<file path="config.mk">
export PLATFORM = sky130hd
export DESIGN_NAME = qm_apb_slave
export DESIGN_NICKNAME = d
export VERILOG_FILES = /design/src/qm_pkg.sv /design/src/qm_apb_slave.sv
export VERILOG_INCLUDE_DIRS = /design/src /design/src/include
export SDC_FILE = /design/constraint.sdc
export NUM_CORES = 1
export LEC_CHECK = 0
export BUFFER_PORTS_ARGS = -buffer_cell sky130_fd_sc_hd__buf_2
export CORE_UTILIZATION = 40
export CTS_CLUSTER_DIAMETER = 200
export CTS_CLUSTER_SIZE = 30
export DETAILED_ROUTE_END_ITERATION = 8
export PLACE_DENSITY = 0.8
export SLEW_MARGIN = 20
export SYNTH_ARGS = -nofsm -noshare
export SYNTH_HDL_FRONTEND = slang
export SYNTH_SLANG_ARGS = --single-unit
</file>
<file path="constraint.sdc">
create_clock -name clk -period 2.5 [get_ports clk]
set_input_delay 0.5 -clock clk [delete_from_list [all_inputs] [get_ports clk]]
set_output_delay 0.5 -clock clk [all_outputs]
set_load 0.02 [all_outputs]
</file>
<file path="src/include/qm_defines.svh">
`ifndef QM_DEFINES_SVH
`define QM_DEFINES_SVH

`define QM_NUM_VARS       5
`define QM_NUM_MINTERMS   32
`define QM_COL_DEPTH      80     // Widest column, 1 or 2 dashes
`define QM_MAX_PRIMES     32
`define QM_CNT_W          6      // Counts up to QM_MAX_PRIMES
`define QM_IDX_W          7      // Column index width

`define QM_ADDR_ONSET     12'h000
`define QM_ADDR_CTRL      12'h004
`define QM_ADDR_STATUS    12'h008
`define QM_ADDR_RESULT    12'h100

`define QM_STAT_BUSY_BIT  0
`define QM_STAT_DONE_BIT  1
`define QM_STAT_PCNT_LSB  8
`define QM_STAT_ECNT_LSB  16
`define QM_RES_VALUE_LSB  0
`define QM_RES_MASK_LSB   8
`define QM_RES_ESS_BIT    16

`endif

</file>
<file path="src/qm_pkg.sv">
`include "qm_defines.svh"

package qm_pkg;

    ////////////////////////////////////////////////////////////
    // Cube and result types
    ////////////////////////////////////////////////////////////

    // Value bits under a dash stay zero
    typedef struct packed {
        logic [`QM_NUM_VARS-1:0] mask;
        logic [`QM_NUM_VARS-1:0] value;
    } qm_cube_t;

    typedef struct packed {
        qm_cube_t cube;
        logic     essential;
    } qm_prime_t;

    // Merge engine to prime chart
    typedef struct packed {
        logic     valid;
        logic     last;
        qm_cube_t cube;
    } qm_prime_strm_t;

    typedef struct packed {
        logic                 busy;
        logic                 done;
        logic [`QM_CNT_W-1:0] prime_count;
        logic [`QM_CNT_W-1:0] ess_count;
    } qm_run_status_t;

endpackage

</file>
<file path="src/qm_apb_slave.sv">
`timescale 1ns/1ps
`include "qm_defines.svh"

module qm_apb_slave (
    input  logic                        clk,
    input  logic                        rst_n,
    input  logic                        psel,
    input  logic                        penable,
    input  logic                        pwrite,
    input  logic [11:0]                 paddr,
    input  logic [31:0]                 pwdata,
    output logic [31:0]                 prdata,
    output logic                        pready,
    output logic                        pslverr,
    output logic [`QM_NUM_MINTERMS-1:0] onset,
    output logic                        start,
    input  qm_pkg::qm_run_status_t      status,
    output logic [4:0]                  result_index,
    input  qm_pkg::qm_prime_t           result
);

    logic        access;
    logic        hit_onset;
    logic        hit_ctrl;
    logic        hit_status;
    logic        hit_result;
    logic        mapped;
    logic [11:0] res_off;
    logic [31:0] rd_word;

    ////////////////////////////////////////////////////////////
    // Address decode
    ////////////////////////////////////////////////////////////

    assign access  = psel & penable;
    assign res_off = paddr - `QM_ADDR_RESULT;

    assign hit_onset  = (paddr == `QM_ADDR_ONSET);
    assign hit_ctrl   = (paddr == `QM_ADDR_CTRL);
    assign hit_status = (paddr == `QM_ADDR_STATUS);
    assign hit_result = (paddr[1:0] == 2'b00) && (paddr >= `QM_ADDR_RESULT) &&
                        (res_off < 4 * `QM_MAX_PRIMES);
    assign mapped     = hit_onset | hit_ctrl | hit_status | hit_result;

    assign result_index = res_off[6:2]; // Word index into result window

    assign pready  = 1'b1;              // No wait states
    assign pslverr = access & (~mapped | (pwrite & (hit_status | hit_result)));

    ////////////////////////////////////////////////////////////
    // Registers
    ////////////////////////////////////////////////////////////

    always_ff @(posedge clk) begin
        if (!rst_n) begin
            onset <= '0;
            start <= 1'b0;
        end else begin
            start <= access & pwrite & hit_ctrl & pwdata[0] & ~status.busy;
            if (access && pwrite && hit_onset) begin
                onset <= pwdata;
            end
        end
    end

    ////////////////////////////////////////////////////////////
    // Read data
    ////////////////////////////////////////////////////////////

    always_comb begin
        rd_word = '0;
        if (hit_onset) begin
            rd_word = onset;
        end else if (hit_status) begin
            // A pending start already counts as busy
            rd_word[`QM_STAT_BUSY_BIT] = status.busy | start;
            rd_word[`QM_STAT_DONE_BIT] = status.done & ~start;
            rd_word[`QM_STAT_PCNT_LSB +: `QM_CNT_W] = status.prime_count;
            rd_word[`QM_STAT_ECNT_LSB +: `QM_CNT_W] = status.ess_count;
        end else if (hit_result) begin
            rd_word[`QM_RES_VALUE_LSB +: `QM_NUM_VARS] = result.cube.value;
            rd_word[`QM_RES_MASK_LSB +: `QM_NUM_VARS]  = result.cube.mask;
            rd_word[`QM_RES_ESS_BIT]                   = result.essential;
        end
    end

    assign prdata = (psel && !pwrite) ? rd_word : '0;

endmodule

</file>
==> flow_results.xml, run 1 <==
<?xml version="1.0" encoding="UTF-8"?>
<metrics>
  <group name="setup_path">
    <metric name="cp_top_family" unit="">simple AND/OR/NAND/NOR gates</metric>
    <metric name="worst_path_largest_cell_delay" unit="ps">390</metric>
    <metric name="cp.buffers_inverters" unit="">2</metric>
    <metric name="critical-path-top-cell-by-count" unit="">sky130_fd_sc_hd__buf_2</metric>
    <metric name="worst-endpoint-required" unit="ps">2000</metric>
    <metric name="cp_cell_sequence" unit="">buf_2 -&gt; nor4_4 -&gt; nor3b_4 -&gt; and4b_4 -&gt; and2_1 -&gt; buf_2</metric>
    <metric name="signal_arrival_time_at_the_worst_endpoint" unit="ps">1930</metric>
    <metric name="worst_setup_path_end_kind" unit="">output pin</metric>
    <metric name="path_class" unit="">input pin to output pin</metric>
    <metric name="crit_path_start_kind" unit="">input pin</metric>
    <metric name="critPathSlowestCell" unit="">sky130_fd_sc_hd__and4b_4</metric>
    <metric name="worst-path-max-fanout" unit="">15</metric>
  </group>
  <group name="place">
    <metric name="globalplace.congestion" unit="">0.881</metric>
    <metric name="dp.final_hpwl" unit="mm">4.11</metric>
    <metric name="input_output_buffers" unit="">144</metric>
    <metric name="detailed_place.area" unit="um2">2660</metric>
  </group>
  <group name="global_routing">
    <metric name="global_route_wire_length_before_repair" unit="mm">8.10</metric>
    <metric name="grt_pass1_vias" unit="">1891</metric>
    <metric name="grt_start_max_net_pins" unit="">40</metric>
    <metric name="gr-total-overflow" unit="">0</metric>
    <metric name="grt_antenna_before_repair" unit="">0</metric>
    <metric name="grt_usage" unit="%">20.1</metric>
  </group>
  <group name="clocking">
    <metric name="cts_tree" unit="">built</metric>
    <metric name="root_buffer" unit="">sky130_fd_sc_hd__clkbuf_8</metric>
    <metric name="clk_transition_reported_paths" unit="ps">60</metric>
    <metric name="hold_buffers" unit="">0</metric>
    <metric name="ctsLongestPathBuffers" unit="">2</metric>
    <metric name="clock_sink_count" unit="">33</metric>
    <metric name="cts_max_level" unit="">2</metric>
    <metric name="worst_skew_pair.late_latency" unit="ps">270</metric>
    <metric name="cts_buffers" unit="">5</metric>
  </group>
  <group name="final_layout">
    <metric name="area.sequential" unit="um2">661</metric>
    <metric name="postLayoutCellArea" unit="um2">2810</metric>
    <metric name="areaGrowthSynthToFinish" unit="%">45.8</metric>
    <metric name="post_route_cells_drive_above_1_share" unit="%">45.5</metric>
    <metric name="layout.core_utilization" unit="%">62.3</metric>
    <metric name="final_nets" unit="">447</metric>
    <metric name="n_fill_cell" unit="">407</metric>
    <metric name="diodes" unit="">0</metric>
    <metric name="multi_input_area" unit="um2">1120</metric>
  </group>
  <group name="drt">
    <metric name="wl" unit="mm">5.35</metric>
    <metric name="detail_route.drc_violations" unit="">10</metric>
    <metric name="drt-vias-per-instance" unit="">4.97</metric>
    <metric name="detailroute.via_count" unit="">2116</metric>
    <metric name="routedWlPerCell" unit="um">12.6</metric>
    <metric name="drt_first_pass_iters" unit="">7</metric>
    <metric name="drtAntennaViolNets" unit="">0</metric>
    <metric name="drt_first_iter_violations" unit="">87</metric>
  </group>
  <group name="synth">
    <metric name="synth.net_count" unit="">309</metric>
    <metric name="mean_cell_area_of_the_mapped_netlist" unit="um2">8.19</metric>
    <metric name="yosys_warnings" unit="">0</metric>
    <metric name="synth_cell_type_count" unit="">32</metric>
    <metric name="synth_seq_cells" unit="">33</metric>
    <metric name="synth_sequential_area_ratio" unit="%">34.3</metric>
    <metric name="synth_cells" unit="">235</metric>
    <metric name="mappedNetlistArea" unit="um2">1930</metric>
  </group>
  <group name="die">
    <metric name="dieArea" unit="um2">5100</metric>
    <metric name="initial_utilization" unit="%">42.8</metric>
    <metric name="std_cell_rows" unit="">24</metric>
    <metric name="die_height" unit="um">71.4</metric>
    <metric name="design.core.area" unit="um2">4500</metric>
    <metric name="io_pins" unit="">146</metric>
    <metric name="die_width" unit="um">71.4</metric>
  </group>
  <group name="power_and_ir_drop">
    <metric name="powerDensity" unit="nW/um2">416</metric>
    <metric name="worst_ir_drop_vdd" unit="mV">0.308</metric>
    <metric name="p_leak" unit="uW">0.00139</metric>
    <metric name="post-layout-total-power" unit="uW">1170</metric>
  </group>
  <group name="sta">
    <metric name="maxSlewViolCount" unit="">0</metric>
    <metric name="fin_skew" unit="ps">0</metric>
    <metric name="finalSetupViolations" unit="">0</metric>
    <metric name="timing_hold_violations_final" unit="">0</metric>
    <metric name="grt_setup_unrepaired" unit="">true</metric>
    <metric name="layout_min_cycle_time" unit="ps">2430</metric>
    <metric name="timing.final.crit_share" unit="%">97.2</metric>
    <metric name="worst_hold_slack" unit="ps">464</metric>
    <metric name="timing.fmax" unit="MHz">411</metric>
  </group>
  <group name="flow_run">
    <metric name="drv.max_cap_violation_count" unit="">0</metric>
  </group>
  <group name="hold_path">
    <metric name="worst_hold_check_path_type" unit="">input pin to flip-flop</metric>
  </group>
  <group name="run_status">
    <metric name="status" unit="">finished with violations</metric>
    <metric name="violations" unit="">DRC</metric>
  </group>
</metrics>
-- repair_timing --
action | 4_1_cts | 5_1_grt
resized for setup | 1 | 14
setup buffers | 0 | 0
setup endpoints to repair | 15 | 18
-- cell usage after synthesis (all sizes together) --
master / n / area (um2)
nand2: 67 / 251
dfxtp: 33 / 661
mux2i: 32 / 320
and2: 15 / 93.8
nor2: 13 / 56.3
buf: 12 / 98.8
clkbuf: 10 / 37.5
nor3: 10 / 50.1
a22oi: 8 / 60.1
a32o: 6 / 60.1
nand2b: 6 / 37.5
nand3: 4 / 25.0
a32oi: 3 / 26.3
nor4: 3 / 46.3
inv: 2 / 7.51
nor3b: 2 / 31.3
a31oi: 1 / 6.26
and3: 1 / 6.26
and4: 1 / 8.76
and4b: 1 / 11.3
conb: 1 / 3.75
nand4b: 1 / 8.76
nor2b: 1 / 6.26
o21ai: 1 / 5.00
or2: 1 / 6.26
-- cell usage in the layout, fill, tap and decap left out, types with 2 or more instances in the layout --
cell type and n:
sky130_fd_sc_hd__and2_1 15, sky130_fd_sc_hd__a22oi_1 8, sky130_fd_sc_hd__clkbuf_8 6, sky130_fd_sc_hd__nand3_1 3
sky130_fd_sc_hd__dfxtp_1 33, sky130_fd_sc_hd__mux2i_1 32, sky130_fd_sc_hd__a32oi_1 3, sky130_fd_sc_hd__nand2_1 67
sky130_fd_sc_hd__buf_2 131, sky130_fd_sc_hd__nor3_1 10, sky130_fd_sc_hd__a32o_1 6, sky130_fd_sc_hd__nor4_2 2
sky130_fd_sc_hd__inv_1 2, sky130_fd_sc_hd__nand2b_1 6, sky130_fd_sc_hd__buf_4 21, sky130_fd_sc_hd__nor2_1 12
-- registers in the layout (all words and copies together) (netlist names) --
signal / flops
start: 1
onset: 32
-- metrics by stage --
stage / instances / setup WS [ps] / TNS, ps
2_1_floorplan: 235 / 141 / 0
3_3_place_gp: 418 / 55.0 / 0
3_5_place_dp: 418 / -33.5 / -154
4_1_cts: 426 / 32.5 / 0
5_1_grt: 426 / -18.7 / -74.4
6_report: 426 / 69.7 / 0
-- worst min-delay path: stages --
cell and delay, ps:
sky130_fd_sc_hd__buf_2 90, sky130_fd_sc_hd__nand2_1 40, sky130_fd_sc_hd__mux2i_1 50
-- cells by family after synthesis --
group,Yosys count,synth area share (%)
AND/OR/NAND/NOR,126,33.2
flip-flops,33,34.3
multiplexers,32,16.6
buffers and inverters,24,7.47
AO/OA/AOI/OAI,19,8.19
other,1,0.195
-- report_power, final --
group / switching [uW] / internal [uW] / total [uW]
sequential: 0.0111 / 526 / 526
combinational: 71.8 / 69.4 / 141
clock: 176 / 325 / 500
-- final timing paths --
kind / start / to / slack [ps] / depth (start not counted)
setup / recovery: paddr[9] / prdata[14] / 70 / 6
hold / removal: pwdata[30] / onset[30] / 460 / 3
setup reg to reg: onset[23] / onset[23] / 1880 / 2
hold reg to reg: onset[25] / onset[25] / 470 / 2
-- layer usage --
layer	share of wire [%]	global-route usage (%)	up-vias
met4	0.50	6.44	0
li1	-	-	1069
met5	0	0	-
met1	42	22.3	953
met3	7.3	5.63	4
met2	51	36.8	90
-- final cells by class --
type / count / share of cell area [%]
clock buffer: 7 / 3.07
tap: 52 / 2.32
inverter: 2 / 0.267
timing repair buffer: 153 / 29.7
sequential: 33 / 23.5
multi-input combinational: 178 / 40.1
clock inverter: 1 / 1.07
No activity file was read; power rests on OpenSTA's default activity.
==> inputs of run 2 (changes only) <==
CORE_MARGIN = 5   (was not set)
==> flow_results.xml, run 2 (synthesis gave the netlist of run 1 again) <==
<?xml version="1.0" encoding="UTF-8"?>
<metrics>
  <group name="run_status">
    <metric name="status" unit="">finished, final reports clean</metric>
  </group>
  <group name="sta">
    <metric name="worst-slew-pin-transition" unit="ps">593</metric>
    <metric name="finalSetupViolations" unit="">0</metric>
    <metric name="post_layout_worst_setup_margin" unit="ps">98.8</metric>
    <metric name="grt_setup_unrepaired" unit="">true</metric>
    <metric name="timing_hold_violations_final" unit="">0</metric>
    <metric name="fin_setup_tns" unit="ps">0</metric>
    <metric name="layout_min_cycle_time" unit="ps">2400</metric>
    <metric name="timing.final.crit_share" unit="%">96.0</metric>
    <metric name="max_slew_margin" unit="%">60.5</metric>
    <metric name="maxSlewViolCount" unit="">0</metric>
    <metric name="fin_skew" unit="ps">0</metric>
    <metric name="timing.fmax" unit="MHz">416</metric>
  </group>
  <group name="place">
    <metric name="placement.setup.worst_slack" unit="ps">-0.494</metric>
    <metric name="globalplace.congestion" unit="">0.805</metric>
    <metric name="dp.final_hpwl" unit="mm">4.91</metric>
    <metric name="input_output_buffers" unit="">144</metric>
    <metric name="post-place-cells" unit="">420</metric>
  </group>
  <group name="power_and_ir_drop">
    <metric name="powerDensity" unit="nW/um2">385</metric>
    <metric name="worst_ir_drop_vdd" unit="mV">0.316</metric>
    <metric name="post-layout-total-power" unit="uW">1070</metric>
    <metric name="p_leak" unit="uW">0.00137</metric>
  </group>
  <group name="setup_path">
    <metric name="crit_path_start_kind" unit="">input pin</metric>
    <metric name="signal_arrival_time_at_the_worst_endpoint" unit="ps">1900</metric>
    <metric name="critical-path-top-cell-by-count" unit="">sky130_fd_sc_hd__buf_2</metric>
    <metric name="path_class" unit="">input pin to output pin</metric>
    <metric name="worst-path-max-fanout" unit="">15</metric>
    <metric name="worst-endpoint-required" unit="ps">2000</metric>
    <metric name="worst_setup_path_end_kind" unit="">output pin</metric>
    <metric name="cp_cell_sequence" unit="">buf_2 -&gt; nor4_4 -&gt; nor3b_4 -&gt; and4b_4 -&gt; and2_1 -&gt; buf_2</metric>
    <metric name="critPathSlowestCell" unit="">sky130_fd_sc_hd__and4b_4</metric>
    <metric name="worst_path_largest_cell_delay" unit="ps">400</metric>
    <metric name="r2r_cells" unit="">2</metric>
  </group>
  <group name="global_routing">
    <metric name="grt_pass1_vias" unit="">2092</metric>
    <metric name="grt_start_max_net_pins" unit="">66</metric>
    <metric name="gr-total-overflow" unit="">0</metric>
    <metric name="grt_antenna_before_repair" unit="">1</metric>
    <metric name="global_route_wire_length_before_repair" unit="mm">9.70</metric>
    <metric name="grt_usage" unit="%">19.4</metric>
  </group>
  <group name="final_layout">
    <metric name="diodes" unit="">0</metric>
    <metric name="final_common_cell" unit="">sky130_fd_sc_hd__buf_2</metric>
    <metric name="fin_cells" unit="">427</metric>
    <metric name="n_fill_cell" unit="">437</metric>
    <metric name="largest_registers" unit="">onset x32, start x1</metric>
    <metric name="largest-register" unit="">onset</metric>
    <metric name="final_cell_mix" unit="">sky130_fd_sc_hd__buf_2, sky130_fd_sc_hd__nand2_1, sky130_fd_sc_hd__dfxtp_1</metric>
    <metric name="areaGrowthSynthToFinish" unit="%">44.1</metric>
    <metric name="final_nets" unit="">447</metric>
    <metric name="post_route_cells_drive_above_1_share" unit="%">45.6</metric>
    <metric name="max_ffs_per_register" unit="">32</metric>
  </group>
  <group name="die">
    <metric name="std_cell_rows" unit="">25</metric>
    <metric name="die_height" unit="um">79.4</metric>
    <metric name="design.core.area" unit="um2">4690</metric>
    <metric name="die_width" unit="um">79.4</metric>
    <metric name="dieArea" unit="um2">6300</metric>
    <metric name="io_pins" unit="">146</metric>
    <metric name="initial_utilization" unit="%">41.0</metric>
  </group>
  <group name="drt">
    <metric name="drt_first_iter_violations" unit="">90</metric>
    <metric name="drt-vias-per-instance" unit="">5.04</metric>
    <metric name="drt_first_pass_iters" unit="">4</metric>
    <metric name="met3_wirelength" unit="um">608</metric>
    <metric name="met1Wirelength" unit="mm">2.48</metric>
    <metric name="drtAntennaViolNets" unit="">0</metric>
    <metric name="maxUsedRoutingLayer" unit="">met5</metric>
    <metric name="detailroute.via_count" unit="">2153</metric>
    <metric name="detailroute.wirelength.met2" unit="mm">3.07</metric>
    <metric name="wl" unit="mm">6.24</metric>
    <metric name="routedWlPerCell" unit="um">14.6</metric>
    <metric name="detail_route.drc_violations" unit="">0</metric>
  </group>
  <group name="hold_path">
    <metric name="worst_hold_check_path_type" unit="">input pin to flip-flop</metric>
    <metric name="holdPathStages" unit="">3</metric>
  </group>
  <group name="clocking">
    <metric name="root_buffer" unit="">sky130_fd_sc_hd__clkbuf_8</metric>
    <metric name="ctsLongestPathBuffers" unit="">2</metric>
    <metric name="hold_buffers" unit="">0</metric>
    <metric name="cts_buffers" unit="">5</metric>
    <metric name="cts_post_setup_buffers_inserted" unit="">0</metric>
    <metric name="cts_max_level" unit="">2</metric>
    <metric name="clk_transition_reported_paths" unit="ps">70</metric>
    <metric name="post_cts.resized_instances" unit="">1</metric>
    <metric name="cts_tree" unit="">built</metric>
    <metric name="clock_sink_count" unit="">33</metric>
    <metric name="worst_skew_pair.late_latency" unit="ps">270</metric>
  </group>
  <group name="flow_run">
    <metric name="drv.max_cap_violation_count" unit="">0</metric>
  </group>
</metrics>
-- run 2: stage by stage --
step,area (um2),util (%),hold WS (ps)
floorplan,1930,-,541
CTS,2740,58.3,447
global placement,2650,56.4,451
global route,2770,59.1,451
detailed placement,2650,56.4,460
finish,2770,59.1,458
-- run 2: layer usage --
metal  GRT usage [%]  up-vias
li1                -     1065
met1            22.5      993
met2            33.8       84
met3            6.55        9
met4            5.33        2
met5               0        -
-- run 2: final timing paths --
| check | from | to | slack [ps] |
|---|---|---|---|
| worst max-delay path | paddr[9] | prdata[6] | 100 |
| worst min-delay path | pwdata[27] | onset[27] | 460 |
| worst max register to register | onset[16] | onset[16] | 1840 |
| worst min register to register | onset[30] | onset[30] | 470 |
-- run 2: cell type report --
cell class / instances / area (um2) / area share (%)
inverter: 2 / 7.51 / 0.271
timing repair buffer: 153 / 823 / 29.7
clock buffer: 6 / 82.6 / 2.98
multi-input combinational: 178 / 1120 / 40.6
sequential: 33 / 661 / 23.8
clock inverter: 1 / 7.51 / 0.271
tap: 54 / 67.6 / 2.44
-- run 2: power by group --
part / total (uW) / switching, uW / internal, uW / leakage, uW
logic: 140 / 72.2 / 67.3 / 0.00106
clock network: 402 / 185 / 217 / 0.0000433
registers: 526 / 0.0115 / 526 / 0.000266
-- run 2: critical path, delay by kind of cell --
kind,cells,cell delay [ps]
buffers and inverters,2,270
AND/OR/NAND/NOR,4,1120
