[config.mk]
export PLATFORM = sky130hd
export DESIGN_NAME = qm_prime_chart
export DESIGN_NICKNAME = d
export VERILOG_FILES = /design/src/qm_pkg.sv /design/src/qm_prime_chart.sv
export VERILOG_INCLUDE_DIRS = /design/src /design/src/include
export SDC_FILE = /design/constraint.sdc
export NUM_CORES = 1
export LEC_CHECK = 0
export BUFFER_PORTS_ARGS = -buffer_cell sky130_fd_sc_hd__buf_4
export CORE_MARGIN = 2
export CORE_UTILIZATION = 27
export CTS_BUF_LIST = sky130_fd_sc_hd__clkbuf_2
export DETAILED_ROUTE_END_ITERATION = 8
export PLACE_DENSITY_LB_ADDON = 0.25
export SLEW_MARGIN = 10
export SYNTH_ARGS = -nofsm -noshare
export SYNTH_HDL_FRONTEND = slang
export SYNTH_SLANG_ARGS = --single-unit
[constraint.sdc]
create_clock -name clk -period 3.8 [get_ports clk]
set_input_delay 0.19 -clock clk [delete_from_list [all_inputs] [get_ports clk]]
set_output_delay 0.19 -clock clk [all_outputs]
set_load 0.02 [all_outputs]
[src/include/qm_defines.svh]
`ifndef QM_DEFINES_SVH
`define QM_DEFINES_SVH

`define QM_NUM_VARS       5
`define QM_NUM_MINTERMS   32
`define QM_COL_DEPTH      80     // Widest column, 1 or 2 dashes
`define QM_MAX_PRIMES     32
`define QM_CNT_W          6      // Counts up to QM_MAX_PRIMES
`define QM_IDX_W          7      // Column index width

`define QM_ADDR_ONSET     12'h000
`define QM_ADDR_CTRL      12'h004
`define QM_ADDR_STATUS    12'h008
`define QM_ADDR_RESULT    12'h100

`define QM_STAT_BUSY_BIT  0
`define QM_STAT_DONE_BIT  1
`define QM_STAT_PCNT_LSB  8
`define QM_STAT_ECNT_LSB  16
`define QM_RES_VALUE_LSB  0
`define QM_RES_MASK_LSB   8
`define QM_RES_ESS_BIT    16

`endif

[src/qm_pkg.sv]
`include "qm_defines.svh"

package qm_pkg;

    ////////////////////////////////////////////////////////////
    // Cube and result types
    ////////////////////////////////////////////////////////////

    // Value bits under a dash stay zero
    typedef struct packed {
        logic [`QM_NUM_VARS-1:0] mask;
        logic [`QM_NUM_VARS-1:0] value;
    } qm_cube_t;

    typedef struct packed {
        qm_cube_t cube;
        logic     essential;
    } qm_prime_t;

    // Merge engine to prime chart
    typedef struct packed {
        logic     valid;
        logic     last;
        qm_cube_t cube;
    } qm_prime_strm_t;

    typedef struct packed {
        logic                 busy;
        logic                 done;
        logic [`QM_CNT_W-1:0] prime_count;
        logic [`QM_CNT_W-1:0] ess_count;
    } qm_run_status_t;

endpackage

[src/qm_prime_chart.sv]
`timescale 1ns/1ps
`include "qm_defines.svh"

module qm_prime_chart (
    input  logic                   clk,
    input  logic                   rst_n,
    input  logic                   start,
    input  qm_pkg::qm_prime_strm_t prime_strm,
    output qm_pkg::qm_run_status_t status,
    input  logic [4:0]             result_index,
    output qm_pkg::qm_prime_t      result
);

    import qm_pkg::*;

    qm_cube_t                    primes [`QM_MAX_PRIMES];
    logic [`QM_MAX_PRIMES-1:0]   ess;
    logic [1:0]                  cover_cnt [`QM_NUM_MINTERMS]; // Saturates at 3
    logic [`QM_CNT_W-1:0]        prime_cnt;
    logic [`QM_CNT_W-1:0]        ess_cnt;
    logic [4:0]                  mark_idx;
    logic                        busy;
    logic                        done;
    logic                        marking;
    logic [`QM_NUM_MINTERMS-1:0] in_cover;
    logic [`QM_NUM_MINTERMS-1:0] mark_cover;
    logic                        mark_ess;

    function automatic logic [`QM_NUM_MINTERMS-1:0] cover_set(qm_cube_t c);
        logic [`QM_NUM_MINTERMS-1:0] s;
        s = '0;
        for (int m = 0; m < `QM_NUM_MINTERMS; m++) begin
            s[m] = ((`QM_NUM_VARS'(m) & ~c.mask) == c.value);
        end
        return s;
    endfunction

    assign in_cover   = cover_set(prime_strm.cube);
    assign mark_cover = cover_set(primes[mark_idx]);

    // Essential if it alone covers some minterm
    always_comb begin
        mark_ess = 1'b0;
        for (int m = 0; m < `QM_NUM_MINTERMS; m++) begin
            if (mark_cover[m] && cover_cnt[m] == 2'd1) begin
                mark_ess = 1'b1;
            end
        end
    end

    ////////////////////////////////////////////////////////////
    // Run control
    ////////////////////////////////////////////////////////////

    always_ff @(posedge clk) begin
        if (!rst_n || start) begin
            busy      <= start;
            done      <= 1'b0;
            marking   <= 1'b0;
            prime_cnt <= '0;
            ess_cnt   <= '0;
            mark_idx  <= '0;
        end else begin
            if (prime_strm.valid) begin
                prime_cnt <= prime_cnt + 1'b1;
            end
            if (prime_strm.last) begin
                if (prime_cnt == '0 && !prime_strm.valid) begin
                    busy <= 1'b0;                   // No primes at all
                    done <= 1'b1;
                end else begin
                    marking <= 1'b1;
                end
            end
            if (marking) begin
                if (mark_ess) begin
                    ess_cnt <= ess_cnt + 1'b1;
                end
                mark_idx <= mark_idx + 1'b1;
                if ({1'b0, mark_idx} == prime_cnt - 1'b1) begin
                    marking <= 1'b0;
                    busy    <= 1'b0;
                    done    <= 1'b1;
                end
            end
        end
    end

    ////////////////////////////////////////////////////////////
    // Prime table and cover counts
    ////////////////////////////////////////////////////////////

    always_ff @(posedge clk) begin
        if (start) begin
            for (int m = 0; m < `QM_NUM_MINTERMS; m++) begin
                cover_cnt[m] <= 2'd0;
            end
        end else if (prime_strm.valid) begin
            primes[prime_cnt[4:0]] <= prime_strm.cube;
            ess[prime_cnt[4:0]]    <= 1'b0;
            for (int m = 0; m < `QM_NUM_MINTERMS; m++) begin
                if (in_cover[m] && cover_cnt[m] != 2'd3) begin
                    cover_cnt[m] <= cover_cnt[m] + 2'd1;
                end
            end
        end
        if (marking) begin
            ess[mark_idx] <= mark_ess;
        end
    end

    assign status = '{busy: busy, done: done, prime_count: prime_cnt, ess_count: ess_cnt};

    always_comb begin
        result = '0;
        if ({1'b0, result_index} < prime_cnt) begin
            result.cube      = primes[result_index];
            result.essential = ess[result_index];
        end
    end

endmodule

==> results.sh, run 1 <==
export IMPL_drv_cap=0
export IMPL_finalCritPeriodShare=1.06
export IMPL_drive_gt1_frac=0.342
export IMPL_ys_types=68
export IMPL_gp_congestion=0.815
export IMPL_grt_ovfl_total=0
export IMPL_synth_seq_area_share=0.575
export IMPL_drt_iter0_markers=1472
export IMPL_cp_required_ns=4.88
export IMPL_place_area_sq_um=24300
export IMPL_drc=0
export IMPL_clockRootBuffer="clkbuf_2"
export IMPL_via_count=14400
export IMPL_async_reset_ff_frac=0
export IMPL_cts_max_path_buffers=3
export IMPL_post_drt_wl_per_cell_um=24.8
export IMPL_syn_inst=1446
export IMPL_h_tree_depth=3
export IMPL_synth_avg_cell_area_sq_um=15.2
export IMPL_antenna_found_initial=6
export IMPL_dpl_hpwl_um=44600
export IMPL_critPathLaunchType="flop"
export IMPL_drt_pass1_iter_count=6
export IMPL_num_nets_final=1788
export IMPL_vias_per_cell=5.06
export IMPL_routed_wl_um=70600
export IMPL_initial_core_util=0.273
export IMPL_dp_cells=2579
export IMPL_track_usage=0.169
export IMPL_yosysWarnings=0
export IMPL_area_growth_pct=20.1
export IMPL_worstMarginPinSlew_ns=1.16
export IMPL_cts_sinks=441
export IMPL_slew_headroom=0.223
export IMPL_crit_type="flop to flop"
export IMPL_fin_cells=2851
export IMPL_setup_slack_ns=-0.243
export IMPL_coreArea_sq_um=80700
export IMPL_synthesis_area_sq_um=22000
export IMPL_io_pins=45
export IMPL_power_density_nw_per_um2=361
export IMPL_fin_skew_ns=0.144
export IMPL_cts_buffers=113
export IMPL_cts_tree="built"
export IMPL_fin_util=0.328
export IMPL_clk_pin_slew_ns=0.10
export IMPL_dp_slack_ns=-0.386
export IMPL_clock_latency_ns=1.25
export IMPL_ant_nets=0
export IMPL_end_kind="flop"
export IMPL_max_freq_ghz=0.247
export IMPL_portBuffers=44
export IMPL_ys_ff_latch=441
export IMPL_mostFrequentLayoutCell="edfxtp_1"
export IMPL_dieArea_sq_um=84000
export IMPL_syn_nets=1543
export IMPL_dieWidth_um=290
export IMPL_setup_violations=37
export IMPL_grt_pass1_vias=15100
export IMPL_leakage_nw=9.12
export IMPL_rsz0062_at_grt="true"
export IMPL_ys_flop_type="edfxtp_1"
export IMPL_grt_pass1_wl_um=102000
export IMPL_hold_viol=0
export IMPL_period_needed_ns=4.04
export IMPL_path_max_fanout=5
export IMPL_hold_class="primary input to flop"
export IMPL_die_h_um=290
export IMPL_mostFrequentLayoutCells="edfxtp_1 (384), mux4_2 (166), clkbuf_2 (157)"
export IMPL_synth_edf_count=384
export IMPL_ir_worst_vdd_mv=0.193
export IMPL_maxSlewViolCount=0
export IMPL_violations="negative setup slack"
export IMPL_grt_max_degree=53
export IMPL_critical_path_arrival_ns=5.12
export IMPL_placementRows=104
export IMPL_status="finished, violations left"
export IMPL_fin_area_sq_um=26500
-- through the flow --
step | hold WS, ns | setup TNS (ns) | power (mW)
floorplan | 0.289 | 0 | 5.90
global placement | 0.440 | -11.72 | 6.22
detailed placement | 0.451 | -12.61 | 6.24
CTS | 0.0784 | -4.47 | 9.67
global route | 0.146 | -8.73 | 9.98
finish | 0.228 | -5.46 | 9.55
-- per-layer routing --
layer | GRT usage | routed length, um | vias up
met5 | 0.00852 | 110 | -
met4 | 0.0532 | 1880 | 4
met3 | 0.0471 | 5580 | 139
met2 | 0.285 | 34600 | 569
met1 | 0.210 | 28400 | 7435
li1 | - | - | 6286
-- area by class of cell --
type,instances,area [sq um]
Fill cell,7910,54200
Sequential cell,441,12700
Multi-Input combinational cell,866,9150
Timing Repair Buffer,216,2050
Tap cell,1060,1330
Clock buffer,157,786
Clock inverter,53,263
Inverter,53,201
Antenna cell,5,12.5
-- final timing paths --
path | slack (ns) | start | depth (start not counted) | end
worst max-delay path | -0.24 | flop | 18 | ess_cnt[2]
worst min-delay path | 0.23 | prime_strm[0] | 4 | cover_cnt[0][9]
worst max register to register | -0.24 | flop | 18 | ess_cnt[2]
worst min register to register | 0.47 | ess[21] | 2 | ess[21]
-- cells by family after synthesis --
| family | share of synthesized area |
|---|---|
| flops | 0.575 |
| compound gates | 0.0469 |
| mux | 0.219 |
| buf+inv | 0.0294 |
| fa+ha+maj | 0.0437 |
| xor+xnor | 0.00999 |
| simple gates | 0.0763 |
-- critical path: stages, from the launching register on --
cell and delay [ns]:
dfxtp_4 0.40, buf_12 0.13, buf_12 0.12, mux4_2 0.48, mux4_2 0.51, mux2i_2 0.22
buf_6 0.17, inv_4 0.04, buf_4 0.13, o21a_4 0.13, nor2_4 0.15, buf_4 0.14
a21oi_2 0.04, nor3b_2 0.30, o41ai_4 0.12, buf_4 0.17, or2_4 0.24, a211o_1 0.27
a21oi_2 0.11
-- synth_stat cells, types with 17 or more instances --
master	instances	share of area
edfxtp_1	384	0.52
nor2_1	150	0.026
o31ai_1	37	0.013
buf_1	20	0.0034
clkbuf_1	42	0.0071
ha_1	77	0.044
inv_1	50	0.0085
nand3_1	31	0.0070
mux4_1	17	0.020
dfxtp_1	57	0.052
o22ai_1	21	0.0060
a22oi_1	19	0.0065
nand2_1	110	0.019
mux2i_1	66	0.030
mux4_2	162	0.17
-- power by group --
group	internal (mW)	switching (mW)	leakage [nW]
registers	5.32	0.0423	4.00
clock network	1.18	2.12	0.780
logic	0.382	0.511	4.34
total	6.88	2.67	9.12
-- sequential cells by signal, summed over array words and instances, names as in the netlist, named ones only --
signal and cells:
ess_cnt 6, done 1, busy 1, mark_idx 5, primes 320, cover_cnt 64, ess 32, marking 1
prime_cnt 6
-- what timing repair did --
item | in CTS | in global routing
buffers inserted | 12 | 8
cloned | 5 | 0
resized for setup | 73 | 40
pin swaps | 32 | 21
hold buffers | 34 | 0
endpoints found under the setup margin | 49 | 49
hold endpoints to repair | 485 | 0
Note: power is estimated with default switching activity, not from simulation.
==> inputs of run 2 (changes only) <==
--- a/config.mk
+++ b/config.mk
@@ -12,6 +12,7 @@
 export CTS_BUF_LIST = sky130_fd_sc_hd__clkbuf_2
 export DETAILED_ROUTE_END_ITERATION = 8
 export PLACE_DENSITY_LB_ADDON = 0.25
+export RECOVER_POWER = 25
 export SLEW_MARGIN = 10
 export SYNTH_ARGS = -nofsm -noshare
 export SYNTH_HDL_FRONTEND = slang
==> results.sh, run 2 (synthesized netlist as in run 1, its figures left out) <==
export IMPL_coreArea_sq_um=80700
export IMPL_die_h_um=290
export IMPL_io_pins=45
export IMPL_grt_ovfl_total=0
export IMPL_whs_endpoint="mark_idx[0]"
export IMPL_place_area_sq_um=24300
export IMPL_clock_latency_ns=1.22
export IMPL_grt_max_degree=53
export IMPL_drive_gt1_frac=0.337
export IMPL_slew_headroom=0.230
export IMPL_cts_tree="built"
export IMPL_r2r_worst_path_cells=18
export IMPL_crit_type="flop to flop"
export IMPL_gp_congestion=0.815
export IMPL_placementRows=104
export IMPL_portBuffers=44
export IMPL_dieWidth_um=290
export IMPL_clk_pin_slew_ns=0.10
export IMPL_period_needed_ns=4.02
export IMPL_dpl_hpwl_um=44600
export IMPL_grt_pass1_wl_um=102000
export IMPL_path_max_fanout=4
export IMPL_whs_ns=0.264
export IMPL_routed_wl_um=70600
export IMPL_fin_skew_ns=0.124
export IMPL_cp_required_ns=4.87
export IMPL_worstMarginPinSlew_ns=1.15
export IMPL_ant_nets=0
export IMPL_dieArea_sq_um=84000
export IMPL_hold_depth=4
export IMPL_critical_path_arrival_ns=5.09
export IMPL_antenna_found_initial=6
export IMPL_finalCritPeriodShare=1.06
export IMPL_area_growth_pct=19.9
export IMPL_end_kind="flop"
export IMPL_max_freq_ghz=0.249
export IMPL_mostFrequentLayoutCell="edfxtp_1"
export IMPL_num_nets_final=1788
export IMPL_cts_buffers=113
export IMPL_drc=0
export IMPL_violations="negative setup slack"
export IMPL_power_density_nw_per_um2=361
export IMPL_largest_register_ffs=320
export IMPL_initial_core_util=0.273
export IMPL_critPathLaunchType="flop"
export IMPL_maxSlewViolCount=0
export IMPL_grt_pass1_vias=15100
export IMPL_drv_cap=0
export IMPL_ir_worst_vdd_mv=0.189
export IMPL_fin_area_sq_um=26400
export IMPL_h_tree_depth=3
export IMPL_rsz0062_at_grt="true"
export IMPL_setup_slack_ns=-0.221
export IMPL_hold_viol=0
export IMPL_post_drt_wl_per_cell_um=24.8
export IMPL_drt_pass1_iter_count=5
export IMPL_r2r_end="ess_cnt[2]"
export IMPL_hp_start="rst_n"
export IMPL_vias_per_cell=5.07
export IMPL_cts_max_path_buffers=3
export IMPL_mostFrequentLayoutCells="edfxtp_1 (384), mux4_2 (166), clkbuf_2 (157)"
export IMPL_hold_class="primary input to flop"
export IMPL_status="finished, violations left"
export IMPL_leakage_nw=9.09
export IMPL_drt_iter0_markers=1599
export IMPL_track_usage=0.169
export IMPL_clockRootBuffer="clkbuf_2"
export IMPL_setup_violations=37
export IMPL_cts_sinks=441
export IMPL_via_count=14500
export IMPL_r2r_slack_ns=-0.22
==> run 2: changes by cell type in the layout (fill, tap and decap cells not counted), sizes merged <==
cell,delta
buf,-9
diode,+1
clkbuf,+9
==> run 2: critical path: stages (launching register included) <==
cell     delay [ns]
dfxtp_4        0.40
buf_6          0.13
buf_6          0.11
mux4_2         0.49
mux4_2         0.51
mux2i_2        0.22
buf_6          0.17
inv_4          0.04
buf_4          0.13
o21a_4         0.13
nor2_4         0.15
buf_4          0.14
a21oi_2        0.04
nor3b_2        0.30
o41ai_4        0.12
buf_4          0.17
or2_4          0.24
a211o_1        0.27
a21oi_2        0.11
==> run 2: how the worst max path moves through the flow <==
stage / start / endpoint / slack, ns / cells past startpoint
finish: flop / ess_cnt[2] / -0.22 / 18
global route: flop / ess_cnt[2] / -0.30 / 18
CTS: flop / ess[6] / -0.18 / 17
detailed placement: flop / ess[6] / -0.39 / 17
global placement: flop / ess_cnt[2] / -0.35 / 18
floorplan: flop / ess[29] / 0.17 / 14
==> run 2: per-stage QoR <==
stage               power (mW)   util  instances  worst slack (ns)  TNS [ns]
floorplan                 5.90      -       1446             0.174         0
global placement          6.22  0.301       2579            -0.354    -11.72
detailed placement        6.24  0.301       2579            -0.386    -12.61
CTS                       9.67  0.325       2839            -0.179     -4.47
global route              9.98  0.328       2850            -0.302     -8.73
finish                    9.54  0.328       2852            -0.221     -4.99
==> run 2: cell type report <==
class | instances | area [sq um]
Fill cell | 7922 | 54200
Sequential cell | 441 | 12700
Multi-Input combinational cell | 866 | 9150
Timing Repair Buffer | 216 | 2020
Tap cell | 1060 | 1330
Clock buffer | 157 | 786
Clock inverter | 53 | 263
Inverter | 53 | 201
Antenna cell | 6 | 15.0
==> run 2: metal layers <==
layer  track usage  vias up  wire [um]
li1              -     6291          -
met1         0.210     7403      28100
met2         0.285      618      34400
met3        0.0471      147       5880
met4        0.0532        4       2130
met5       0.00852        -        110
==> run 2: repair_timing <==
action / CTS / global route
gates resized for setup: 73 / 40
hold buffers: 34 / 0
hold endpoints to repair: 485 / 0
buffers inserted: 12 / 8
endpoints found under the setup margin: 49 / 49
cloned: 5 / 0
pin swaps: 32 / 21
==> run 2: report_power, final <==
group	switching (mW)	internal, mW
sequential	0.0423	5.32
combinational	0.511	0.377
clock	2.11	1.18
total	2.66	6.87
==> inputs of run 3 (changes only) <==
--- a/config.mk
+++ b/config.mk
@@ -13,6 +13,7 @@
 export DETAILED_ROUTE_END_ITERATION = 8
 export PLACE_DENSITY_LB_ADDON = 0.25
 export RECOVER_POWER = 25
+export REMOVE_ABC_BUFFERS = 1
 export SLEW_MARGIN = 10
 export SYNTH_ARGS = -nofsm -noshare
 export SYNTH_HDL_FRONTEND = slang
==> results.sh, run 3 (synthesized netlist as in run 1, its figures left out) <==
export IMPL_r2r_worst_path_cells=15
export IMPL_path_max_fanout=8
export IMPL_clockRootBuffer="clkbuf_2"
export IMPL_drt_pass1_iter_count=5
export IMPL_clock_latency_ns=1.15
export IMPL_critPathLaunchType="flop"
export IMPL_worstMarginPinSlew_ns=1.12
export IMPL_dp_slack_ns=-0.113
export IMPL_largest_register_ffs=320
export IMPL_dieWidth_um=290
export IMPL_status="finished, violations left"
export IMPL_crit_type="flop to flop"
export IMPL_die_h_um=290
export IMPL_maxSlewViolCount=0
export IMPL_mostFrequentLayoutCells="edfxtp_1 (384), mux4_2 (163), clkbuf_2 (158)"
export IMPL_h_tree_depth=3
export IMPL_grt_ovfl_total=0
export IMPL_seq_area_sq_um=12700
export IMPL_area_growth_pct=18.0
export IMPL_placementRows=104
export IMPL_period_needed_ns=3.91
export IMPL_fin_skew_ns=0.0908
export IMPL_grt_max_degree=36
export IMPL_grt_pass1_wl_um=96700
export IMPL_ant_nets=0
export IMPL_grt_pass1_vias=14700
export IMPL_track_usage=0.158
export IMPL_leakage_nw=8.97
export IMPL_slew_headroom=0.248
export IMPL_fin_util=0.322
export IMPL_antenna_found_initial=2
export IMPL_cts_tree="built"
export IMPL_ir_worst_vdd_mv=0.197
export IMPL_whs_endpoint="ess_cnt[4]"
export IMPL_hold_depth=5
export IMPL_n_fill_cell=8007
export IMPL_multi_input_area_sq_um=8920
export IMPL_cp_required_ns=4.78
export IMPL_cts_max_path_buffers=3
export IMPL_fin_tns_setup_ns=-2.01
export IMPL_drc=0
export IMPL_routed_wl_um=66400
export IMPL_r2r_end="ess[12]"
export IMPL_power_density_nw_per_um2=365
export IMPL_max_freq_ghz=0.256
export IMPL_io_pins=45
export IMPL_cts_buffers=116
export IMPL_gp_congestion=0.823
export IMPL_hold_viol=0
export IMPL_setup_slack_ns=-0.110
export IMPL_clk_pin_slew_ns=0.10
export IMPL_num_nets_final=1776
export IMPL_mostFrequentLayoutCell="edfxtp_1"
export IMPL_vias_per_cell=5.02
export IMPL_dpl_hpwl_um=43400
export IMPL_drive_gt1_frac=0.311
export IMPL_rsz0062_at_grt="true"
export IMPL_dieArea_sq_um=84000
export IMPL_hp_start="rst_n"
export IMPL_drv_cap=0
export IMPL_violations="negative setup slack"
export IMPL_end_kind="flop"
export IMPL_initial_core_util=0.273
export IMPL_hold_class="primary input to flop"
export IMPL_via_count=14300
export IMPL_cts_sinks=441
export IMPL_portBuffers=44
export IMPL_post_drt_wl_per_cell_um=23.4
export IMPL_r2r_slack_ns=-0.11
export IMPL_finalCritPeriodShare=1.03
export IMPL_critical_path_arrival_ns=4.89
export IMPL_drt_iter0_markers=1218
export IMPL_coreArea_sq_um=80700
export IMPL_setup_violations=34
run 3: layout make-up:
cell class,instances,area share
antenna,3,0.000289
timing repair buffer,202,0.0695
inverter,53,0.00765
multi-input combinational,865,0.343
clock buffer,158,0.0304
sequential,441,0.488
clock inverter,60,0.0105
tap,1060,0.0510
run 3: report_power, final:
| part | switching [mW] | internal [mW] |
|---|---|---|
| clock network | 2.06 | 1.23 |
| registers | 0.0414 | 5.32 |
| logic | 0.484 | 0.356 |
| total | 2.59 | 6.90 |
run 3: worst max-delay path, stage by stage (launching register included):
cell and delay, ns:
dfxtp_4 0.40, buf_6 0.15, buf_6 0.10, mux4_2 0.47, mux4_2 0.53, mux2i_4 0.20, inv_2 0.08, nor3_4 0.23
o32ai_2 0.15, a221oi_4 0.29, a21oi_2 0.11, o41ai_4 0.47, o21a_4 0.26, buf_12 0.11, buf_16 0.13, o22ai_2 0.07
run 3: layer usage:
layer  part of all wire  global-route usage  vias to the layer above
li1                   -                   -                     6265
met1               0.44               0.214                     7369
met2               0.48               0.255                      515
met3              0.056              0.0314                      111
met4              0.023              0.0508                        0
met5                  0                   0                        -
run 3: how the worst max path moves through the flow:
| stage | from | to | slack (ns) | depth (start not counted) |
|---|---|---|---|---|
| floorplan | flop | ess[29] | -3.44 | 11 |
| global placement | flop | ess[22] | -0.11 | 18 |
| detailed placement | flop | ess_cnt[2] | -0.11 | 13 |
| CTS | flop | ess[12] | -0.03 | 15 |
| global route | flop | ess[10] | -0.24 | 15 |
| finish | flop | ess[12] | -0.11 | 15 |
run 3: what timing repair did:
item	in CTS	in global routing
setup buffers	9	13
hold buffers	33	0
resized for setup	29	30
hold endpoints to repair	485	0
endpoints found under the setup margin	41	39
cloned	2	1
pin swaps	4	15
run 3: per-stage QoR:
step	total power [mW]	cells	area, sq um	hold WS, ns
2_1_floorplan	5.84	1359	21600	0.284
6_report	9.49	2842	26000	0.188
3_5_place_dp	6.23	2566	24200	0.449
4_1_cts	9.64	2828	25800	0.0294
5_1_grt	9.94	2842	26000	0.123
3_3_place_gp	6.21	2566	24200	0.439
